<file path="src/rtl/c16_load_pkg.sv">
////////////////////////////////////////////////////////////
// Download port definitions
// Index values, ROM slots and BASIC pointer patch addresses
////////////////////////////////////////////////////////////

package c16_load_pkg;

	localparam logic [7:0] DL_IDX_ROM  = 8'd0;
	localparam logic [7:0] DL_IDX_PRG  = 8'd1;
	localparam logic [7:0] DL_IDX_CART = 8'd2;

	localparam int DL_AW = 25;

	// Slots under the ROM index, one per 16 KB image
	localparam logic [10:0] SLOT_KERNAL  = 11'd1;
	localparam logic [10:0] SLOT_BASIC   = 11'd2;
	localparam logic [10:0] SLOT_FUNC_LO = 11'd3;
	localparam logic [10:0] SLOT_FUNC_HI = 11'd4;

	// Slots under the cartridge index
	localparam logic [10:0] SLOT_CART_LO = 11'd0;
	localparam logic [10:0] SLOT_CART_HI = 11'd1;

	// BASIC pointer pairs, low byte at even entries
	localparam logic [15:0] PATCH_ADDR [8] = '{
		16'h002D, 16'h002E, 16'h002F, 16'h0030,
		16'h0031, 16'h0032, 16'h009D, 16'h009E
	};

endpackage

</file>
<file path="src/rtl/c16_mem_pkg.sv">
////////////////////////////////////////////////////////////
// C16 memory map definitions
// Region select bits, ROM identifiers, banking pages and
// the two views of the CPU address
////////////////////////////////////////////////////////////

package c16_mem_pkg;

	localparam int CPU_AW = 16;
	localparam int ROM_AW = 14;

	// Bit positions in the one-hot region select
	localparam int REG_RAM  = 0;
	localparam int REG_LOW  = 1;
	localparam int REG_HIGH = 2;
	localparam int REG_IO   = 3;

	// ROM identifiers, also the index into the ROM store
	localparam logic [2:0] ROM_KERNAL  = 3'd0;
	localparam logic [2:0] ROM_BASIC   = 3'd1;
	localparam logic [2:0] ROM_FUNC_LO = 3'd2;
	localparam logic [2:0] ROM_FUNC_HI = 3'd3;
	localparam logic [2:0] ROM_CART_LO = 3'd4;
	localparam logic [2:0] ROM_CART_HI = 3'd5;
	localparam logic [2:0] ROM_NONE    = 3'd7;
	localparam int         ROM_COUNT   = 6;

	// Plus/4 bank register page and the fixed kernal page
	localparam logic [11:0] BANK_PAGE   = 12'hFDD;
	localparam logic [7:0]  KERNAL_PAGE = 8'hFC;

	// A write to FDDx carries the new banks in the low nibble
	typedef union packed {
		logic [CPU_AW-1:0] raw;
		struct packed {
			logic [11:0] page;
			logic [1:0]  bank_hi;
			logic [1:0]  bank_lo;
		} f;
	} cpu_addr_u;

endpackage
</file>
<file path="src/rtl/c16_bus_if.sv">
////////////////////////////////////////////////////////////
// C16 memory side interfaces
// CPU bus, loader RAM port and download port
////////////////////////////////////////////////////////////

`timescale 1ns/10ps

// CPU request, one cycle strobe
interface cpu_bus_if
	import c16_mem_pkg::*;
();
	logic      req;
	logic      rnw;
	cpu_addr_u addr;
	logic [7:0] wdata;
	logic [3:0] region;

	modport monitor (
		input req, rnw, addr, wdata, region
	);
endinterface


// File download stream
interface dl_port_if
	import c16_load_pkg::*;
();
	logic             download;
	logic [7:0]       index;
	logic             wr;
	logic [DL_AW-1:0] addr;
	logic [7:0]       data;

	modport sink (
		input download, index, wr, addr, data
	);
endinterface

</file>
<file path="src/rtl/rom_banking.sv">
////////////////////////////////////////////////////////////
// ROM banking and CPU read path
// Plus/4 bank register, ROM selection and read data mux
////////////////////////////////////////////////////////////

`timescale 1ns/10ps

module rom_banking
	import c16_mem_pkg::*;
	import c16_load_pkg::*;
(
	input  logic              clk_sys,
	input  logic              reset,
	input  logic              model_i,
	dl_port_if.sink           dl,
	cpu_bus_if.monitor        cpu,
	input  logic [7:0]        ram_rdata_i,
	input  logic [7:0]        rom_rdata_i,
	output logic [2:0]        rom_sel_o,
	output logic [ROM_AW-1:0] rom_addr_o,
	output logic [7:0]        cpu_rdata_o,
	output logic              cpu_rvalid_o,
	output logic              rom_loaded_o
);

	logic                    model_q;
	logic                    cart_lo_q;
	logic                    cart_hi_q;
	logic [1:0]              bank_lo_q;
	logic [1:0]              bank_hi_q;
	logic                    rvalid_q;
	logic                    src_ram_q;
	logic                    src_rom_q;
	logic                    rom_loaded_q = 1'b0;
	logic [DL_AW-ROM_AW-1:0] slot;
	logic                    bank_wr;

	assign slot = dl.addr[DL_AW-1:ROM_AW];

	// Bank writes only exist on the Plus/4
	assign bank_wr = model_q && cpu.req && !cpu.rnw && cpu.region[REG_IO]
		&& (cpu.addr.f.page == BANK_PAGE);

	always_ff @(posedge clk_sys) begin
		if (reset) begin
			model_q   <= model_i;
			cart_lo_q <= 1'b0;
			cart_hi_q <= 1'b0;
			bank_lo_q <= 2'd0;
			bank_hi_q <= 2'd0;
			rvalid_q  <= 1'b0;
		end else begin
			rvalid_q <= cpu.req;
			if (dl.wr && (dl.index == DL_IDX_CART) && (slot == SLOT_CART_LO))
				cart_lo_q <= 1'b1;
			if (dl.wr && (dl.index == DL_IDX_CART) && (slot == SLOT_CART_HI))
				cart_hi_q <= 1'b1;
			if (bank_wr) begin
				bank_hi_q <= cpu.addr.f.bank_hi;
				bank_lo_q <= cpu.addr.f.bank_lo;
			end
		end
	end

	// Survives reset since the images stay in place
	always_ff @(posedge clk_sys) begin
		if (dl.wr && (dl.index == DL_IDX_ROM) && (slot == SLOT_KERNAL))
			rom_loaded_q <= 1'b1;
	end

	////////////////////////////////////////////////////////////
	// ROM selection
	////////////////////////////////////////////////////////////

	always_comb begin
		rom_sel_o = ROM_NONE;
		if (cpu.region[REG_LOW]) begin
			case (bank_lo_q)
				2'd0:    rom_sel_o = ROM_BASIC;
				2'd1:    rom_sel_o = cart_lo_q ? ROM_CART_LO : ROM_NONE;
				2'd2:    rom_sel_o = ROM_FUNC_LO;
				default: rom_sel_o = ROM_NONE;
			endcase
		end else if (cpu.region[REG_HIGH]) begin
			// Page FC keeps the kernal visible in every bank
			if (cpu.addr.raw[15:8] == KERNAL_PAGE) begin
				rom_sel_o = ROM_KERNAL;
			end else begin
				case (bank_hi_q)
					2'd0:    rom_sel_o = ROM_KERNAL;
					2'd1:    rom_sel_o = cart_hi_q ? ROM_CART_HI : ROM_NONE;
					2'd2:    rom_sel_o = ROM_FUNC_HI;
					default: rom_sel_o = ROM_NONE;
				endcase
			end
		end
	end

	assign rom_addr_o = cpu.addr.raw[ROM_AW-1:0];

	// Source of the byte returned in the next cycle
	always_ff @(posedge clk_sys) begin
		if (cpu.req) begin
			src_ram_q <= cpu.region[REG_RAM];
			src_rom_q <= cpu.region[REG_LOW] || cpu.region[REG_HIGH];
		end
	end

	assign cpu_rdata_o  = src_ram_q ? ram_rdata_i :
		src_rom_q ? rom_rdata_i : 8'hFF;
	assign cpu_rvalid_o = rvalid_q;
	assign rom_loaded_o = rom_loaded_q;

endmodule

</file>
<file path="src/flat_wrapper.sv">
// flat-port wrapper written by rule: the top's interface ports become plain ports
module rom_banking_flat import c16_mem_pkg::*; import c16_load_pkg::*;
  (clk_sys, reset, model_i, ram_rdata_i, rom_rdata_i, rom_sel_o, rom_addr_o, cpu_rdata_o, cpu_rvalid_o, rom_loaded_o, dl_download, dl_index, dl_wr, dl_addr, dl_data, cpu_req, cpu_rnw, cpu_addr, cpu_wdata, cpu_region);
  dl_port_if dl_i ();
  cpu_bus_if cpu_i ();
  input  logic clk_sys;
  input  logic reset;
  input  logic model_i;
  input  logic [7:0] ram_rdata_i;
  input  logic [7:0] rom_rdata_i;
  output logic [2:0] rom_sel_o;
  output logic [ROM_AW-1:0] rom_addr_o;
  output logic [7:0] cpu_rdata_o;
  output logic cpu_rvalid_o;
  output logic rom_loaded_o;
  input wire logic [$bits(dl_i.download)-1:0] dl_download;
  input wire logic [$bits(dl_i.index)-1:0] dl_index;
  input wire logic [$bits(dl_i.wr)-1:0] dl_wr;
  input wire logic [$bits(dl_i.addr)-1:0] dl_addr;
  input wire logic [$bits(dl_i.data)-1:0] dl_data;
  input wire logic [$bits(cpu_i.req)-1:0] cpu_req;
  input wire logic [$bits(cpu_i.rnw)-1:0] cpu_rnw;
  input wire logic [$bits(cpu_i.addr)-1:0] cpu_addr;
  input wire logic [$bits(cpu_i.wdata)-1:0] cpu_wdata;
  input wire logic [$bits(cpu_i.region)-1:0] cpu_region;
  assign dl_i.download = dl_download;
  assign dl_i.index = dl_index;
  assign dl_i.wr = dl_wr;
  assign dl_i.addr = dl_addr;
  assign dl_i.data = dl_data;
  assign cpu_i.req = cpu_req;
  assign cpu_i.rnw = cpu_rnw;
  assign cpu_i.addr = cpu_addr;
  assign cpu_i.wdata = cpu_wdata;
  assign cpu_i.region = cpu_region;
  rom_banking u_core (.clk_sys(clk_sys), .reset(reset), .model_i(model_i), .dl(dl_i), .cpu(cpu_i), .ram_rdata_i(ram_rdata_i), .rom_rdata_i(rom_rdata_i), .rom_sel_o(rom_sel_o), .rom_addr_o(rom_addr_o), .cpu_rdata_o(cpu_rdata_o), .cpu_rvalid_o(cpu_rvalid_o), .rom_loaded_o(rom_loaded_o));
endmodule
</file>
<file path="config.mk">
export PLATFORM = sky130hd
export DESIGN_NAME = rom_banking_flat
export DESIGN_NICKNAME = d
export VERILOG_FILES = /design/src/rtl/c16_load_pkg.sv /design/src/rtl/c16_mem_pkg.sv /design/src/rtl/c16_bus_if.sv /design/src/rtl/rom_banking.sv /design/src/flat_wrapper.sv
export SDC_FILE = /design/constraint.sdc
export NUM_CORES = 1
export LEC_CHECK = 0
export BUFFER_PORTS_ARGS = -buffer_cell sky130_fd_sc_hd__buf_2
export CAP_MARGIN = 20
export CORE_MARGIN = 1
export CORE_UTILIZATION = 30
export CTS_BUF_LIST = sky130_fd_sc_hd__clkbuf_16
export DETAILED_ROUTE_END_ITERATION = 10
export PLACE_DENSITY = 0.9
export SETUP_SLACK_MARGIN = 0.1
export SLEW_MARGIN = 10
export SYNTH_ARGS = -nofsm -noshare
export SYNTH_HDL_FRONTEND = slang
export SYNTH_SLANG_ARGS = --single-unit
</file>
<file path="constraint.sdc">
create_clock -name clk_sys -period 2 [get_ports clk_sys]
set_clock_uncertainty 0.2 [all_clocks]
set_input_delay 0.3 -clock clk_sys [delete_from_list [all_inputs] [get_ports clk_sys]]
set_output_delay 0.3 -clock clk_sys [all_outputs]
set_load 0.01 [all_outputs]
</file>
# == Word level (Yosys, flattened, before mapping) ==
# Cells that the tools add are included.
# word_totals
regBits,10
word_cells,37
# op_classes
n_mux,9
n_eq_ne,8
reduce_logical,12
# ops
cell,n
3-bit one-hot mux with 3 select lines,2
8-bit two-way mux,2
12-bit == test (second input constant),1
11-bit by 1-bit == test with 1-bit output (second input constant),1
11-bit logical NOT,1
3-bit two-way mux,3
8-bit by 2-bit == test with 1-bit output (second input constant),1
8-bit == test (second input constant),1
1-bit logical AND,7
2-bit by 1-bit == test with 1-bit output (second input constant),2
2-bit == test (second input constant),2
2-bit logical NOT,2
2-bit two-way mux,2
1-bit logical NOT,1
1-bit logical OR,1

# == Depth between registers and ports, before layout ==
# logic_depth
depth_word,5
depth_mapped,4
mapped_depth_nobuf,4

# == Least setup slack after synthesis ==
# OpenSTA, ideal clock, no wires.
# synth_path
path_kind,input -> output
from,input port cpu_addr[14]
to,output port rom_sel_o[1]
path_buffers,0
arrival_time_ns,1.168
setup_slack_ns,0.332
t_required_ns,1.500
stages,4
path_cell_list,nand4_1 -> or3_1 -> o21ai_1 -> o221ai_1
# synth_between
elab_chain_cells,4
# synth_rtl
item,line,rtl
"start, declared",flat_wrapper.sv:23,input wire logic [$bits(cpu_i.addr)-1:0] cpu_addr;
8-bit == test,rom_banking.sv:86,if (cpu.addr.raw[15:8] == KERNAL_PAGE) begin
3-bit two-way mux,rom_banking.sv:86,
3-bit two-way mux,rom_banking.sv:84,end else if (cpu.region[REG_HIGH]) begin
3-bit two-way mux,rom_banking.sv:77,if (cpu.region[REG_LOW]) begin
"end, declared",flat_wrapper.sv:11,output logic [2:0] rom_sel_o;
# No other way between the ends.

# == Worst setup path after layout ==
# layout_path
from,input port cpu_addr[14]
to,output port rom_sel_o[0]
# The elaborated chain is that of the path after synthesis.

==> results.toml <==
[cells_and_area]
antenna_cells = 0
nets = 271
layout.cells.non_filler = 206
syn_to_final_growth_pct = 69.1
n_fill_cell = 211
drive_gt1_frac = 0.545

[timing]
period_minus_slack_ns = 1.86
finalCritPeriodShare = 0.930
clock.fmax_mhz = 537
drv_slew = 0
setup-tns-final_ns = 0
finalSetupViolCount = 0
rsz0062_at_grt = "yes"
hold_violations = 0

[routing]
wire_per_inst_um = 10.7
drc = 0
ant_nets = 0
routed_wl_um = 2210
drtIter0Drc = 18
viasPerCell = 4.61
num_vias = 950
firstDrtPassIters = 4

[clocking]
tritoncts = "done"
clockBufferDepth = 2
cts_sinks = 10
numCtsBuffers = 3
holdBufCountCts = 0
clock-root-buffer = "clkbuf_16"
insertion_delay_ns = 0.23
htree_num_levels = 1
path_clk_slew_ns = 0.04

[power]
switching_share = 0.226
peakVddDrop_v = 0.000423
intPower_uw = 565
p_seq_frac = 0.299
cellPowerDensity_nw_per_um2 = 591
p_sw_uw = 165
pwr-share-clk = 0.474
power_frac_comb = 0.227
leakage_uw = 0.000626

[hold_path]
hp-class = "in2reg"
hold_path_depth = 1
min_to = "u_core.src_ram_q$_DFFE_PP_"
hp-start = "cpu_region[0]"

[global_route]
gr-total-overflow = 0
top_usage_layer = "met2"
met2_usage = 0.281
grt_use_met3 = 0.0268
grt_pass1_vias = 748
grt_util_met1 = 0.144
grt_max_degree = 10
grt_pass1_wl_um = 2850
grt_usage = 0.142
antenna_found_initial = 0

[worst_setup_path]
crit_arrival_ns = 1.36
reg2reg_to = "u_core.bank_hi_q[1]$_SDFFE_PP0P_"
endpoint_kind = "primary output"
worstRegToRegCells = 4
path_class = "in2out"
reg2reg_slack_ns = 0.60
worst-path-max-fanout = 3
critPathLaunchType = "input pin"
reg2reg_from = "u_core.model_q$_DFFE_PP_"
required_ns = 1.50

[run]
maxCapViolCount = 0

[outcome]
status = "finished, final reports clean"

[synthesis]
yosysSeqAreaShare = 0.316
syn_area_um2 = 729
ys_ff_latch = 10
synth_cell_type_count = 24
syn-num-nets = 193
synth_warnings = 0
syn_inst = 101
avgSynthCellArea_um2 = 7.22

[die]
die_w_um = 51.3
die_h_um = 51.3
row_count = 17
core_um2 = 2250
io-pin-count = 119
start_util = 0.324
die-area_um2 = 2630

[placed_design]
hpwlAfterDp_um = 1760
portBuffers = 86
globalplace.congestion = 0.830
place_inst = 201
[power groups by stage]
stage | Sequential, µW | Clock, µW | Combinational (µW)
floorplan | 222 | 0 | 75.3
global placement | 221 | 0 | 153
detailed placement | 222 | 0 | 156
CTS | 219 | 348 | 158
global route | 219 | 356 | 181
finish | 218 | 346 | 165
[worst max path at each step]
stage                       from           end  slack, ns  cells past startpoint
finish              cpu_addr[14]  rom_sel_o[0]       0.14                      6
global route        cpu_addr[12]  rom_sel_o[0]       0.06                      6
CTS                 cpu_addr[13]  rom_sel_o[0]       0.12                      6
detailed placement  cpu_addr[13]  rom_sel_o[0]       0.08                      6
global placement    cpu_addr[13]  rom_sel_o[1]       0.08                      6
floorplan           cpu_addr[14]  rom_sel_o[1]       0.33                      4
[synth_stat cells]
cell | n | area, µm²
o221ai_1 | 2 | 17.5
nor4_1 | 4 | 25.0
inv_1 | 14 | 52.6
and3_1 | 1 | 6.26
nand4_1 | 2 | 12.5
dfxtp_1 | 7 | 140
nor3_1 | 2 | 10.0
or4_4 | 1 | 11.3
o21ai_0 | 6 | 30.0
nor2_1 | 9 | 33.8
edfxtp_1 | 3 | 90.1
nand2b_1 | 1 | 6.26
nor2b_1 | 1 | 6.26
nand4b_1 | 2 | 17.5
nor4bb_1 | 1 | 10.0
buf_4 | 15 | 113
a21oi_1 | 17 | 85.1
nand2_1 | 3 | 11.3
clkbuf_1 | 1 | 3.75
conb_1 | 1 | 3.75
o21ai_1 | 1 | 5.00
nor3b_1 | 1 | 7.51
or3_1 | 1 | 6.26
nand3_1 | 5 | 25.0
[sequential cells by signal, indices dropped and copies added, names as in the netlist]
register and cells:
u_core.model_q 1, u_core.cart_lo_q 1, u_core.src_rom_q 1, u_core.cart_hi_q 1, u_core.bank_hi_q 2, u_core.bank_lo_q 2, u_core.src_ram_q 1, u_core.cpu_rvalid_o 1
[per-layer routing]
layer	share of wire	wire length [µm]	vias up
met5	0	0	-
met4	0.0086	19	0
met3	0.093	206	2
met2	0.55	1220	49
met1	0.35	764	408
li1	-	-	491
[worst max-delay path, stage by stage]
cell      delay (ns)
buf_6           0.07
nand4_1         0.11
or3_4           0.43
o21ai_4         0.19
o221ai_2        0.12
buf_2           0.15
[metrics by stage]
stage | setup slack [ns] | total power [µW] | util | instance area [µm²] | hold slack (ns)
global placement | 0.0837 | 375 | 0.485 | 1090 | 0.243
detailed placement | 0.0761 | 378 | 0.485 | 1090 | 0.260
finish | 0.139 | 729 | 0.547 | 1230 | 0.0391
global route | 0.0620 | 756 | 0.547 | 1230 | 0.0357
CTS | 0.120 | 724 | 0.522 | 1180 | 0.0386
floorplan | 0.332 | 297 | - | 729 | 0.169
[layout make-up]
cell class / instances / area, µm² / area share
Timing Repair Buffer: 89 / 478 / 0.387
Multi-Input combinational cell: 61 / 359 / 0.291
Sequential cell: 10 / 230 / 0.187
Clock buffer: 3 / 75.1 / 0.0609
Inverter: 14 / 52.6 / 0.0426
Tap cell: 28 / 35.0 / 0.0284
Clock inverter: 1 / 3.75 / 0.00304
[repair_timing]
action                     in CTS  in global routing
setup endpoints to repair       2                  3
gates resized for setup         1                  8
cloned                          0                  0
pin swaps                       0                  5
buffers inserted                0                  1
[cell usage in the layout (no fill, tap or decap)]
cell	Yosys	layout
inv_1	14	15
nor2b_1	1	1
nand3_1	5	5
conb_1	1	1
nor3_1	2	2
edfxtp_1	3	3
nor2_1	9	9
buf_4	15	3
clkbuf_16	0	3
dfxtp_1	7	7
buf_6	0	4
a21oi_1	17	17
nand2b_1	1	1
nand4b_1	2	2
or4_4	1	1
or3_4	0	1
o21ai_4	0	1
buf_2	0	82
nand2_1	3	3
o21ai_0	6	6
nor4bb_1	1	1
o221ai_2	0	2
nand4_1	2	2
nor4_1	4	4
nor3b_1	1	1
and3_1	1	1
[cell families after synthesis]
kind of cell    synth area share
other cells              0.00514
simple gates               0.259
compound gates             0.189
buf+inv                    0.232
flops                      0.316
(Power assumes the default switching activity.)
