[src/rtl/c16_load_pkg.sv]
////////////////////////////////////////////////////////////
// Download port definitions
// Index values, ROM slots and BASIC pointer patch addresses
////////////////////////////////////////////////////////////

package c16_load_pkg;

	localparam logic [7:0] DL_IDX_ROM  = 8'd0;
	localparam logic [7:0] DL_IDX_PRG  = 8'd1;
	localparam logic [7:0] DL_IDX_CART = 8'd2;

	localparam int DL_AW = 25;

	// Slots under the ROM index, one per 16 KB image
	localparam logic [10:0] SLOT_KERNAL  = 11'd1;
	localparam logic [10:0] SLOT_BASIC   = 11'd2;
	localparam logic [10:0] SLOT_FUNC_LO = 11'd3;
	localparam logic [10:0] SLOT_FUNC_HI = 11'd4;

	// Slots under the cartridge index
	localparam logic [10:0] SLOT_CART_LO = 11'd0;
	localparam logic [10:0] SLOT_CART_HI = 11'd1;

	// BASIC pointer pairs, low byte at even entries
	localparam logic [15:0] PATCH_ADDR [8] = '{
		16'h002D, 16'h002E, 16'h002F, 16'h0030,
		16'h0031, 16'h0032, 16'h009D, 16'h009E
	};

endpackage

[src/rtl/c16_mem_pkg.sv]
////////////////////////////////////////////////////////////
// C16 memory map definitions
// Region select bits, ROM identifiers, banking pages and
// the two views of the CPU address
////////////////////////////////////////////////////////////

package c16_mem_pkg;

	localparam int CPU_AW = 16;
	localparam int ROM_AW = 14;

	// Bit positions in the one-hot region select
	localparam int REG_RAM  = 0;
	localparam int REG_LOW  = 1;
	localparam int REG_HIGH = 2;
	localparam int REG_IO   = 3;

	// ROM identifiers, also the index into the ROM store
	localparam logic [2:0] ROM_KERNAL  = 3'd0;
	localparam logic [2:0] ROM_BASIC   = 3'd1;
	localparam logic [2:0] ROM_FUNC_LO = 3'd2;
	localparam logic [2:0] ROM_FUNC_HI = 3'd3;
	localparam logic [2:0] ROM_CART_LO = 3'd4;
	localparam logic [2:0] ROM_CART_HI = 3'd5;
	localparam logic [2:0] ROM_NONE    = 3'd7;
	localparam int         ROM_COUNT   = 6;

	// Plus/4 bank register page and the fixed kernal page
	localparam logic [11:0] BANK_PAGE   = 12'hFDD;
	localparam logic [7:0]  KERNAL_PAGE = 8'hFC;

	// A write to FDDx carries the new banks in the low nibble
	typedef union packed {
		logic [CPU_AW-1:0] raw;
		struct packed {
			logic [11:0] page;
			logic [1:0]  bank_hi;
			logic [1:0]  bank_lo;
		} f;
	} cpu_addr_u;

endpackage
[src/rtl/c16_bus_if.sv]


// Write-only RAM port for the PRG loader
interface mem_port_if
	import c16_mem_pkg::*;
();
	logic              req;
	logic [CPU_AW-1:0] addr;
	logic [7:0]        wdata;

	modport master (
		output req, addr, wdata
	);
	modport slave (
		input req, addr, wdata
	);
endinterface

// File download stream
interface dl_port_if
	import c16_load_pkg::*;
();
	logic             download;
	logic [7:0]       index;
	logic             wr;
	logic [DL_AW-1:0] addr;
	logic [7:0]       data;

	modport sink (
		input download, index, wr, addr, data
	);
endinterface

[src/rtl/prg_loader.sv]
////////////////////////////////////////////////////////////
// PRG loader
// Writes PRG payload to RAM at its load address and then
// patches the BASIC end pointers
////////////////////////////////////////////////////////////

`timescale 1ns/10ps

module prg_loader
	import c16_load_pkg::*;
(
	input  logic       clk_sys,
	input  logic       reset,
	dl_port_if.sink    dl,
	mem_port_if.master ram
);

	logic        old_download;
	logic        prg_sel;
	logic [15:0] load_addr;
	logic [3:0]  patch_step;
	logic [2:0]  patch_idx;
	logic [7:0]  patch_byte;

	assign prg_sel = (dl.index == DL_IDX_PRG);

	// Odd steps write, entry number is the step halved
	assign patch_idx  = patch_step[3:1];
	assign patch_byte = patch_idx[0] ? load_addr[15:8] : load_addr[7:0];

	always_ff @(posedge clk_sys) begin
		if (reset) begin
			old_download <= 1'b0;
			patch_step   <= '0;
			ram.req      <= 1'b0;
		end else begin
			old_download <= dl.download;
			ram.req      <= 1'b0;

			if (patch_step != 4'd0)
				patch_step <= patch_step + 4'd1;

			if (dl.download && prg_sel) begin
				patch_step <= '0;
				if (dl.wr && (dl.addr > 1))
					ram.req <= 1'b1;
			end

			// End of a PRG download starts the pointer patch
			if (old_download && !dl.download && prg_sel)
				patch_step <= 4'd1;

			if (patch_step[0])
				ram.req <= 1'b1;
		end
	end

	////////////////////////////////////////////////////////////
	// Address and data path
	////////////////////////////////////////////////////////////

	always_ff @(posedge clk_sys) begin
		if (dl.download && prg_sel && dl.wr) begin
			if (dl.addr == 0) begin
				load_addr[7:0] <= dl.data;
			end else if (dl.addr == 1) begin
				load_addr[15:8] <= dl.data;
			end else begin
				ram.addr  <= load_addr;
				ram.wdata <= dl.data;
				load_addr <= load_addr + 16'd1;
			end
		end

		// load_addr now holds the end address
		if (patch_step[0]) begin
			ram.addr  <= PATCH_ADDR[patch_idx];
			ram.wdata <= patch_byte;
		end
	end

endmodule

[src/flat_wrapper.sv]
// flat-port wrapper written by rule: the top's interface ports become plain ports
module prg_loader_flat import c16_load_pkg::*;
  (clk_sys, reset, dl_download, dl_index, dl_wr, dl_addr, dl_data, ram_req, ram_addr, ram_wdata);
  dl_port_if dl_i ();
  mem_port_if ram_i ();
  input  logic clk_sys;
  input  logic reset;
  input wire logic [$bits(dl_i.download)-1:0] dl_download;
  input wire logic [$bits(dl_i.index)-1:0] dl_index;
  input wire logic [$bits(dl_i.wr)-1:0] dl_wr;
  input wire logic [$bits(dl_i.addr)-1:0] dl_addr;
  input wire logic [$bits(dl_i.data)-1:0] dl_data;
  output wire logic [$bits(ram_i.req)-1:0] ram_req;
  output wire logic [$bits(ram_i.addr)-1:0] ram_addr;
  output wire logic [$bits(ram_i.wdata)-1:0] ram_wdata;
  assign dl_i.download = dl_download;
  assign dl_i.index = dl_index;
  assign dl_i.wr = dl_wr;
  assign dl_i.addr = dl_addr;
  assign dl_i.data = dl_data;
  assign ram_req = ram_i.req;
  assign ram_addr = ram_i.addr;
  assign ram_wdata = ram_i.wdata;
  prg_loader u_core (.clk_sys(clk_sys), .reset(reset), .dl(dl_i), .ram(ram_i));
endmodule
[config.mk]
export PLATFORM = sky130hd
export DESIGN_NAME = prg_loader_flat
export DESIGN_NICKNAME = d
export VERILOG_FILES = /design/src/rtl/c16_load_pkg.sv /design/src/rtl/c16_mem_pkg.sv /design/src/rtl/c16_bus_if.sv /design/src/rtl/prg_loader.sv /design/src/flat_wrapper.sv
export SDC_FILE = /design/constraint.sdc
export NUM_CORES = 1
export LEC_CHECK = 0
export ABC_AREA = 1
export BUFFER_PORTS_ARGS = -buffer_cell sky130_fd_sc_hd__buf_4
export CAP_MARGIN = 30
export CORE_MARGIN = 8
export CORE_UTILIZATION = 30
export CTS_CLUSTER_DIAMETER = 120
export DETAILED_ROUTE_END_ITERATION = 6
export SYNTH_ARGS = -nofsm -noshare
export SYNTH_HDL_FRONTEND = slang
export SYNTH_SLANG_ARGS = --single-unit
[constraint.sdc]
create_clock -name clk_sys -period 1.9 [get_ports clk_sys]
set_input_delay 0 -clock clk_sys [delete_from_list [all_inputs] [get_ports clk_sys]]
set_output_delay 0 -clock clk_sys [all_outputs]
set_load 0.03 [all_outputs]
* Word-level counts from Yosys, hierarchy flattened
Memories as Yosys holds them, arrays and structs flattened. Index checks and enable logic that the tools add are counted.
Storage, ports and cells: memories 1, output and inout bits 25, flip-flop bits (word level) 46, word-level logic and storage cells 54, bits in read-only memories 128
Operators by class: equality and inequality tests 5, muxes and demuxes 20, $lt $le $gt $ge 2, reduce and logical (&&, ||, !) cells 14, $add $sub $neg 2, bitwise operators 2
Memories:
- (no name shown) | words 8, bits a word 16, read ports 1, clocked after memory_dff 0, wr ports 0, line prg_loader.sv:77 | ram.addr <= PATCH_ADDR[patch_idx];
Operators by type and width (count):
- $mux 16 | 6
- $mux 8 | 8
- $eq 25x1->1 const B | 1
- $gt 25x1->1 const B | 1
- $logic_not 25->1 | 1
- $add 16x1->16 const B | 1
- $eq 8x1->1 const B | 1
- $mux 1 | 6
- $ne 2x1->1 const B | 3
- $logic_and 1x1->1 | 5
- $add 4x1->4 const B | 1
- $ge 4x4->1 const B | 1
- $not 3->4 | 1
- $reduce_and 2->1 | 2
- $reduce_bool 4->1 | 1
- $reduce_and 3->1 | 1
- $reduce_bool 3->1 | 1
- $reduce_or 3->1 | 1
- $reduce_bool 2->1 | 1
- $logic_not 1->1 | 1
- $not 1->1 | 1

* Longest topological paths before layout
Gate-level depths: netlist of run 1.
word-level depth 5, gate-level depth with buffers 9, mapped depth without buffers 9

* Least setup slack after synthesis of run 1
No wires, ideal clock.
kind flip-flop to flip-flop, start register u_core.patch_step[0], end register u_core.ram.addr[0] (enable), arrival time 1.354 ns, clock period less this slack 1.733 ns, setup time 0.379 ns, data required time 1.521 ns, path slack 0.167 ns, stages on the path, launching flop included 7, path through dfxtp_1 clkbuf_2 inv_2 buf_2 nand2_1 nand3_1 inv_1
On the way: longest elaborated chain between the ends 2
Ends and longest elaborated chain:
- start: declaration | line prg_loader.sv:21 | logic [3:0] patch_step;
- start signal: assignment | line prg_loader.sv:41 | patch_step <= patch_step + 4'd1;
- $ne 2x1->1 (no line) / $reduce_bool 2->1 (equally long branches)
- $reduce_and 3->1 (no line) *
- end signal: assignment | line prg_loader.sv:69 | ram.addr <= load_addr;
- end signal: assignment | line prg_loader.sv:77
- end: declaration | line c16_bus_if.sv:12 | output req, addr, wdata
Mark *: on every way between the ends. The rest lies on a longest branch, timed or not. A chain may end at the register's enable or synchronous reset.

* Final worst setup path of run 1
start register u_core.load_addr[1], end register u_core.load_addr[10], data pin
On the way: longest elaborated chain between the ends 2
Ends and longest elaborated chain:
- start: declaration | line prg_loader.sv:20 | logic [15:0] load_addr;
- start signal: assignment | line prg_loader.sv:65 | load_addr[7:0] <= dl.data;
- start signal: assignment | line prg_loader.sv:71 | load_addr <= load_addr + 16'd1;
- $add 16x1->16 | line prg_loader.sv:71
- $mux 8 | line prg_loader.sv:66 | end else if (dl.addr == 1) begin
Every way passes these cells.

==> metrics.md, run 1 <==
| Metric | Value |
|---|---|
| Post-synthesis sequential area ratio | 0.507 |
| Number of synthesized flops with an enable pin | 40 |
| Layout area overhead | 29.6% |
| Via Count | 2,112 |
| DP Worst Slack | 0.324 ns |
| Initial antenna violation count | 0 |
| Final Cycle Share | 0.818 |
| Cell taking the most area after synthesis | edfxtp_1 |
| N_diodes | 0 |
| DRT Wirelength | 6140 um |
| Quantity of gates resized following cts | 0 |
| FFs w/ async S/R, synth | 0 |
| Root Buffer | clkbuf_8 |
| Avg Synthesized Cell Area | 8.95 um2 |
| Routed length on met1 | 2900 um |
| Vias in the first global route | 2,080 |
| Int Power | 1800 uW |
| Drt first pass iters | 4 |
| Leakage power | 0.00146 uW |
| Multi-input logic area | 1090 um2 |
| Num CTS Buffers | 5 |
| Routed length on met3 | 405 um |
| CTS sink cnt | 46 |
| Clk pin slew, worst setup/hold paths | 0.09 ns |
| Site Rows | 34 |
| Final Net Count | 419 |
| Mapped Area | 2600 um2 |
| Power, Total | 2660 uW |
| CP arrival | 1.62 ns |
| Setup Viol. Count Final | 0 |
| Area fraction of the dominant cell type after synthesis | 0.461 |
| Clock buffer depth | 2 |
| Die ar. | 11,900 um2 |
| Fin worst setup slack | 0.346 ns |
| DPL Wire Length | 4920 um |
| Top layer in use | met4 |
| Peak Freq | 644 MHz |
| First-pass GRT wire length | 9830 um |
| Io pins | 70 |
| Worst-margin pin slew | 0.662 ns |
| Startpoint class of the critical path | register |
| GRT overflow | 0 |
| Peak VDD IR | 275 uV |
| Die Ht | 109 um |
| R2R setup slack | 0.35 ns |
| PwrDens | 787 nW/um2 |
| Top-count cell post-synth | nand2_1 |
| Main flop type after synthesis | edfxtp_1 |
| Drt wl/cell | 12.8 um |
| GRT Util Overall | 0.105 |
| Ranking of synthesized cells by area | edfxtp_1 (46%), nand2_1 (8.5%), nor2_1 (5.3%) |
| Hold Path Class | in -> reg |
| Core region area | 8550 um2 |
| Share of cells above drive strength 1 | 0.319 |
| Register share of total power | 0.488 |
| Post-synth top cells | nand2_1 (59), edfxtp_1 (40), nor2_1 (37) |
| P_sw | 859 uW |
| Max Transition Viols Final | 0 |
| Final worst path period need | 1.55 ns |
| Initial core utilization | 0.305 |
| Synth warn | 0 |
| Iter 0 DRT Violations | 109 |
| DR vias/cell | 4.42 |
| Synth Register Bits | 46 |
| Max cap viols | 0 |
| Die W | 109 um |
| Syn Nets | 341 |
| CTS tree | built |
| Clk_lat worst skew | 0.30 ns |
| Crit path max fanout | 4 |
| Relative slew slack | 0.557 |
| Switching Share | 0.323 |
| Final hold violation count | 0 |
| Clk_skew | 0.00729 ns |
| Placer Congestion | 0.875 |
| # DRC | 0 |
| Comb pwr share | 0.292 |
| Status | complete, no violations |
| Number of fill cells | 874 |
| Clock power share | 0.220 |
| CP Capture Type | register |
| Syn Inst Count | 291 |
| Routed Antenna Nets | 0 |
| Setup Total Neg Slack | 0 ns |
| RSZ-0062 raised after global routing | no |
| Largest net degree at the start of global routing | 26 |
| Netlist cell types | 30 |
| Critical path data required time | 1.97 ns |
| Met2 routed WL | 2750 um |
| # port buffers | 69 |
| H-tree Lvls | 2 |
| CP Class | reg -> reg |
| Storage element area | 1320 um2 |
[path summary, 6_finish.rpt]
check                           start                   end  cells after the start
setup / recovery  u_core.load_addr[1]  u_core.load_addr[10]                      7
hold / removal             dl_data[4]  u_core.load_addr[12]                      3
setup reg to reg  u_core.load_addr[1]  u_core.load_addr[10]                      7
hold reg to reg   u_core.old_download  u_core.patch_step[0]                      2
[state kept, by name (all words and copies together) (netlist names)]
name,cells
u_core.patch_step,4
u_core.ram.addr,16
u_core.ram.req,1
u_core.load_addr,16
u_core.ram.wdata,8
u_core.old_download,1
[repair_timing]
action | 4_1_cts | 5_1_grt
buffers inserted | 0 | 0
hold endpoints to repair | 5 | 0
hold buffers | 5 | 0
[final cells by class]
cell class | count | share of cell area
clock buffer | 6 | 0.0215
clock inverter | 2 | 0.00297
inverter | 39 | 0.0434
multi-input combinational | 199 | 0.324
sequential | 46 | 0.391
tap | 108 | 0.0400
timing repair buffer | 78 | 0.177
[worst max-delay path: stages, from the launching register on]
cell and delay [ns]:
edfxtp_1 0.43, ha_1 0.22, nand3_2 0.13, nor2_2 0.21
nand2_1 0.09, xor2_1 0.14, nand2_1 0.06, nand2_1 0.05
[layout by cell type, fill, tap and decap left out, types with 6 or more instances in the layout]
master	n
nand3_1	8
nor2_2	7
dfxtp_1	6
nand2_1	59
o21ai_0	20
o21ai_2	10
a21oi_1	10
buf_4	73
inv_1	33
nor2_1	37
xor2_1	9
edfxtp_1	40
[per-stage QoR]
stage	hold WS, ns	cell area, um2	cells	util
after floorplan	0.0712	2600	291	-
after global placement	0.177	3240	465	0.379
after detailed placement	0.181	3240	465	0.379
after CTS	0.00834	3380	478	0.395
after global routing	0.0164	3380	478	0.395
final	0.0117	3380	478	0.395
[layer usage]
metal | track usage | up-vias
li1 | - | 1108
met1 | 0.129 | 945
met2 | 0.169 | 53
met3 | 0.0296 | 6
met4 | 0.0401 | 0
met5 | 0 | -
[power groups by stage]
stage / clock network, uW / registers (uW) / logic, uW
after floorplan: 0 / 1520 / 274
after global placement: 0 / 1320 / 768
after detailed placement: 0 / 1320 / 777
after CTS: 598 / 1300 / 786
after global routing: 636 / 1310 / 841
final: 585 / 1300 / 776
[cells by family after synthesis]
| family | Yosys count | share of synthesized area |
|---|---|---|
| buf+inv | 46 | 0.0730 |
| compound gates | 49 | 0.111 |
| flops | 46 | 0.507 |
| simple gates | 135 | 0.251 |
| fa+ha+maj | 5 | 0.0240 |
| xor+xnor | 10 | 0.0336 |
Power figures use the tool's default switching activity.
==> run 2, diff against run 1 <==
--- a/config.mk
+++ b/config.mk
@@ -5,7 +5,7 @@
 export SDC_FILE = /design/constraint.sdc
 export NUM_CORES = 1
 export LEC_CHECK = 0
-export ABC_AREA = 1
+export ABC_AREA = 0
 export BUFFER_PORTS_ARGS = -buffer_cell sky130_fd_sc_hd__buf_4
 export CAP_MARGIN = 30
 export CORE_MARGIN = 8
==> constraint.sdc (replaced) <==
create_clock -name clk_sys -period 1.4 [get_ports clk_sys]
set_input_delay 0 -clock clk_sys [delete_from_list [all_inputs] [get_ports clk_sys]]
set_output_delay 0 -clock clk_sys [all_outputs]
set_load 0.03 [all_outputs]
==> run 2 against run 1 <==
  * The flow now finishes with violations (negative setup slack)
  * Register-to-register slack got worse by 0.69 ns
  * Critical endpoint is now u_core.load_addr[13]
  * Core utilization rose by 8.0 points
  * Largest power group unchanged
  * First-iteration DRC count rose by 11%
  * Total power rose by 42%
  * Largest cell class unchanged
  * Final area rose by 8.2%
==> metrics.md, run 2 <==
| Metric | Value |
|---|---|
| Status | complete, but fails checks |
| Failing checks | negative setup slack |
| Final core utilization | 0.475 |
| Main flop type after synthesis | edfxtp_1 |
| GRT Util Overall | 0.112 |
| DRT Wirelength | 6300 um |
| Clk_skew | 0.00677 ns |
| Final Cycle Share | 1.25 |
| Syn Inst Count | 203 |
| Via Count | 1,935 |
| Hold_ws | 0.0216 ns |
| Setup Total Neg Slack | -2.99 ns |
| Syn Nets | 253 |
| Layout area overhead | 53.5% |
| Site Rows | 32 |
| Relative slew slack | 0.716 |
| Placed insts | 405 |
| DP Worst Slack | -0.316 ns |
| Final worst path period need | 1.75 ns |
| H-tree Lvls | 2 |
| Clk_lat worst skew | 0.30 ns |
| CP Capture Type | register |
| Routed Antenna Nets | 0 |
| Clock buffer depth | 2 |
| Die Ht | 105 um |
| CTS sink cnt | 46 |
| Share of cells above drive strength 1 | 0.492 |
| RSZ-0062 raised after global routing | yes |
| Critical path data required time | 1.46 ns |
| Max cap viols | 0 |
| # port buffers | 69 |
| Drt wl/cell | 15.0 um |
| Biggest regs | u_core.load_addr x16, u_core.ram.addr x16, u_core.ram.wdata x8 |
| # DRC | 0 |
| Crit path max fanout | 4 |
| Post-synthesis sequential area ratio | 0.555 |
| Commonest non-fill, non-tap cell in the layout | buf_4 |
| Initial core utilization | 0.309 |
| Core region area | 7690 um2 |
| Hold Path Stages | 2 |
| Final Net Count | 366 |
| Top-count cell post-synth | edfxtp_1 |
| Mapped Area | 2380 um2 |
| Synth warn | 0 |
| GRT overflow | 0 |
| Max Transition Viols Final | 0 |
| CP arrival | 1.81 ns |
| Startpoint class of the critical path | register |
| Die W | 105 um |
| Io pins | 70 |
| Clk pin slew, worst setup/hold paths | 0.09 ns |
| Number of synthesized flops with an enable pin | 40 |
| CP Class | reg -> reg |
| Synth Register Bits | 46 |
| Setup Viol. Count Final | 13 |
| Worst reg2reg path depth | 4 |
| Avg Synthesized Cell Area | 11.7 um2 |
| CTS tree | built |
| Hold Path Class | in -> reg |
| FFs w/ async S/R, synth | 0 |
| DPL Wire Length | 4840 um |
| Area fraction of the dominant cell type after synthesis | 0.505 |
| First-pass GRT wire length | 10,100 um |
| DR vias/cell | 4.62 |
| Fin worst setup slack | -0.345 ns |
| Initial antenna violation count | 0 |
| Peak Freq | 573 MHz |
| PwrDens | 1030 nW/um2 |
| Worst-margin pin slew | 0.425 ns |
| Iter 0 DRT Violations | 121 |
| Leakage power | 0.00148 uW |
| Vias in the first global route | 1,999 |
| Drt first pass iters | 4 |
| Cell taking the most area after synthesis | edfxtp_1 |
| Netlist cell types | 35 |
| Post-synth top cells | edfxtp_1 (40), nor2_1 (17), mux2_2 (15) |
| Placer Congestion | 0.839 |
| Largest net degree at the start of global routing | 39 |
| Die ar. | 11,000 um2 |
| Final hold violation count | 0 |
| Leading cell types in the layout, fill and taps excluded | buf_4 (106), edfxtp_1 (40), nor2_1 (15) |
| Num CTS Buffers | 5 |
| Ranking of synthesized cells by area | edfxtp_1 (50%), mux2_2 (7.1%), dfxtp_1 (5.0%) |
| Peak VDD IR | 408 uV |
| Fin cells | 419 |
| Root Buffer | clkbuf_8 |
| N_diodes | 0 |
## run 2: report_power, final
part | leakage, uW | switching, uW | internal, uW
clock | 0.0000441 | 470 | 351
combinational | 0.00102 | 702 | 474
sequential | 0.000413 | 44.7 | 1740
## run 2: final cells by class
cell class / count / area (um2)
clock inverter: 3 / 21.3
fill: 741 / 4040
sequential: 46 / 1320
multi-input combinational: 140 / 1180
clock buffer: 5 / 68.8
inverter: 9 / 33.8
tap: 102 / 128
timing repair buffer: 114 / 901
## run 2: kinds of logic after synthesis
logic type                 after synthesis  synth area share
adders and majority gates                5            0.0263
buffers and inverters                   17            0.0279
xor gates and xnor gates                16            0.0589
AOI/OAI and AO/OA                       22            0.0526
muxes                                   26             0.117
and+or+nand+nor                         71             0.161
DFF                                     46             0.555
## run 2: per-layer routing
layer,GRT usage,up-vias,part of all wire
met4,0.0428,0,0.016
met1,0.137,895,0.43
li1,-,973,-
met3,0.0264,7,0.076
met2,0.188,60,0.48
met5,0,-,0
## run 2: path summary, 6_finish.rpt
path	from	end	slack [ns]
hold / removal	dl_data[1]	u_core.load_addr[9]	0.02
setup / recovery	u_core.load_addr[0]	u_core.load_addr[13]	-0.35
setup reg to reg	u_core.load_addr[0]	u_core.load_addr[13]	-0.35
hold reg to reg	u_core.old_download	u_core.patch_step[0]	0.54
## run 2: stage by stage
step	cell area [um2]	power [uW]
after floorplan	2510	2500
after global placement	3430	2960
after detailed placement	3430	2980
after CTS	3610	3790
after global routing	3650	3970
final	3650	3780
## run 2: critical path, cell delays in order, from the launching register on
cell and delay (ns):
edfxtp_1 0.41, and4_4 0.25, or4b_1 0.45, xnor2_1 0.14, mux2_4 0.25
## run 2: timing repair
item | in CTS | in global routing
hold endpoints to repair | 6 | 0
hold buffers | 2 | 0
setup endpoints to repair | 13 | 16
pin swaps | 8 | 6
setup buffers | 1 | 3
gates resized for setup | 13 | 5
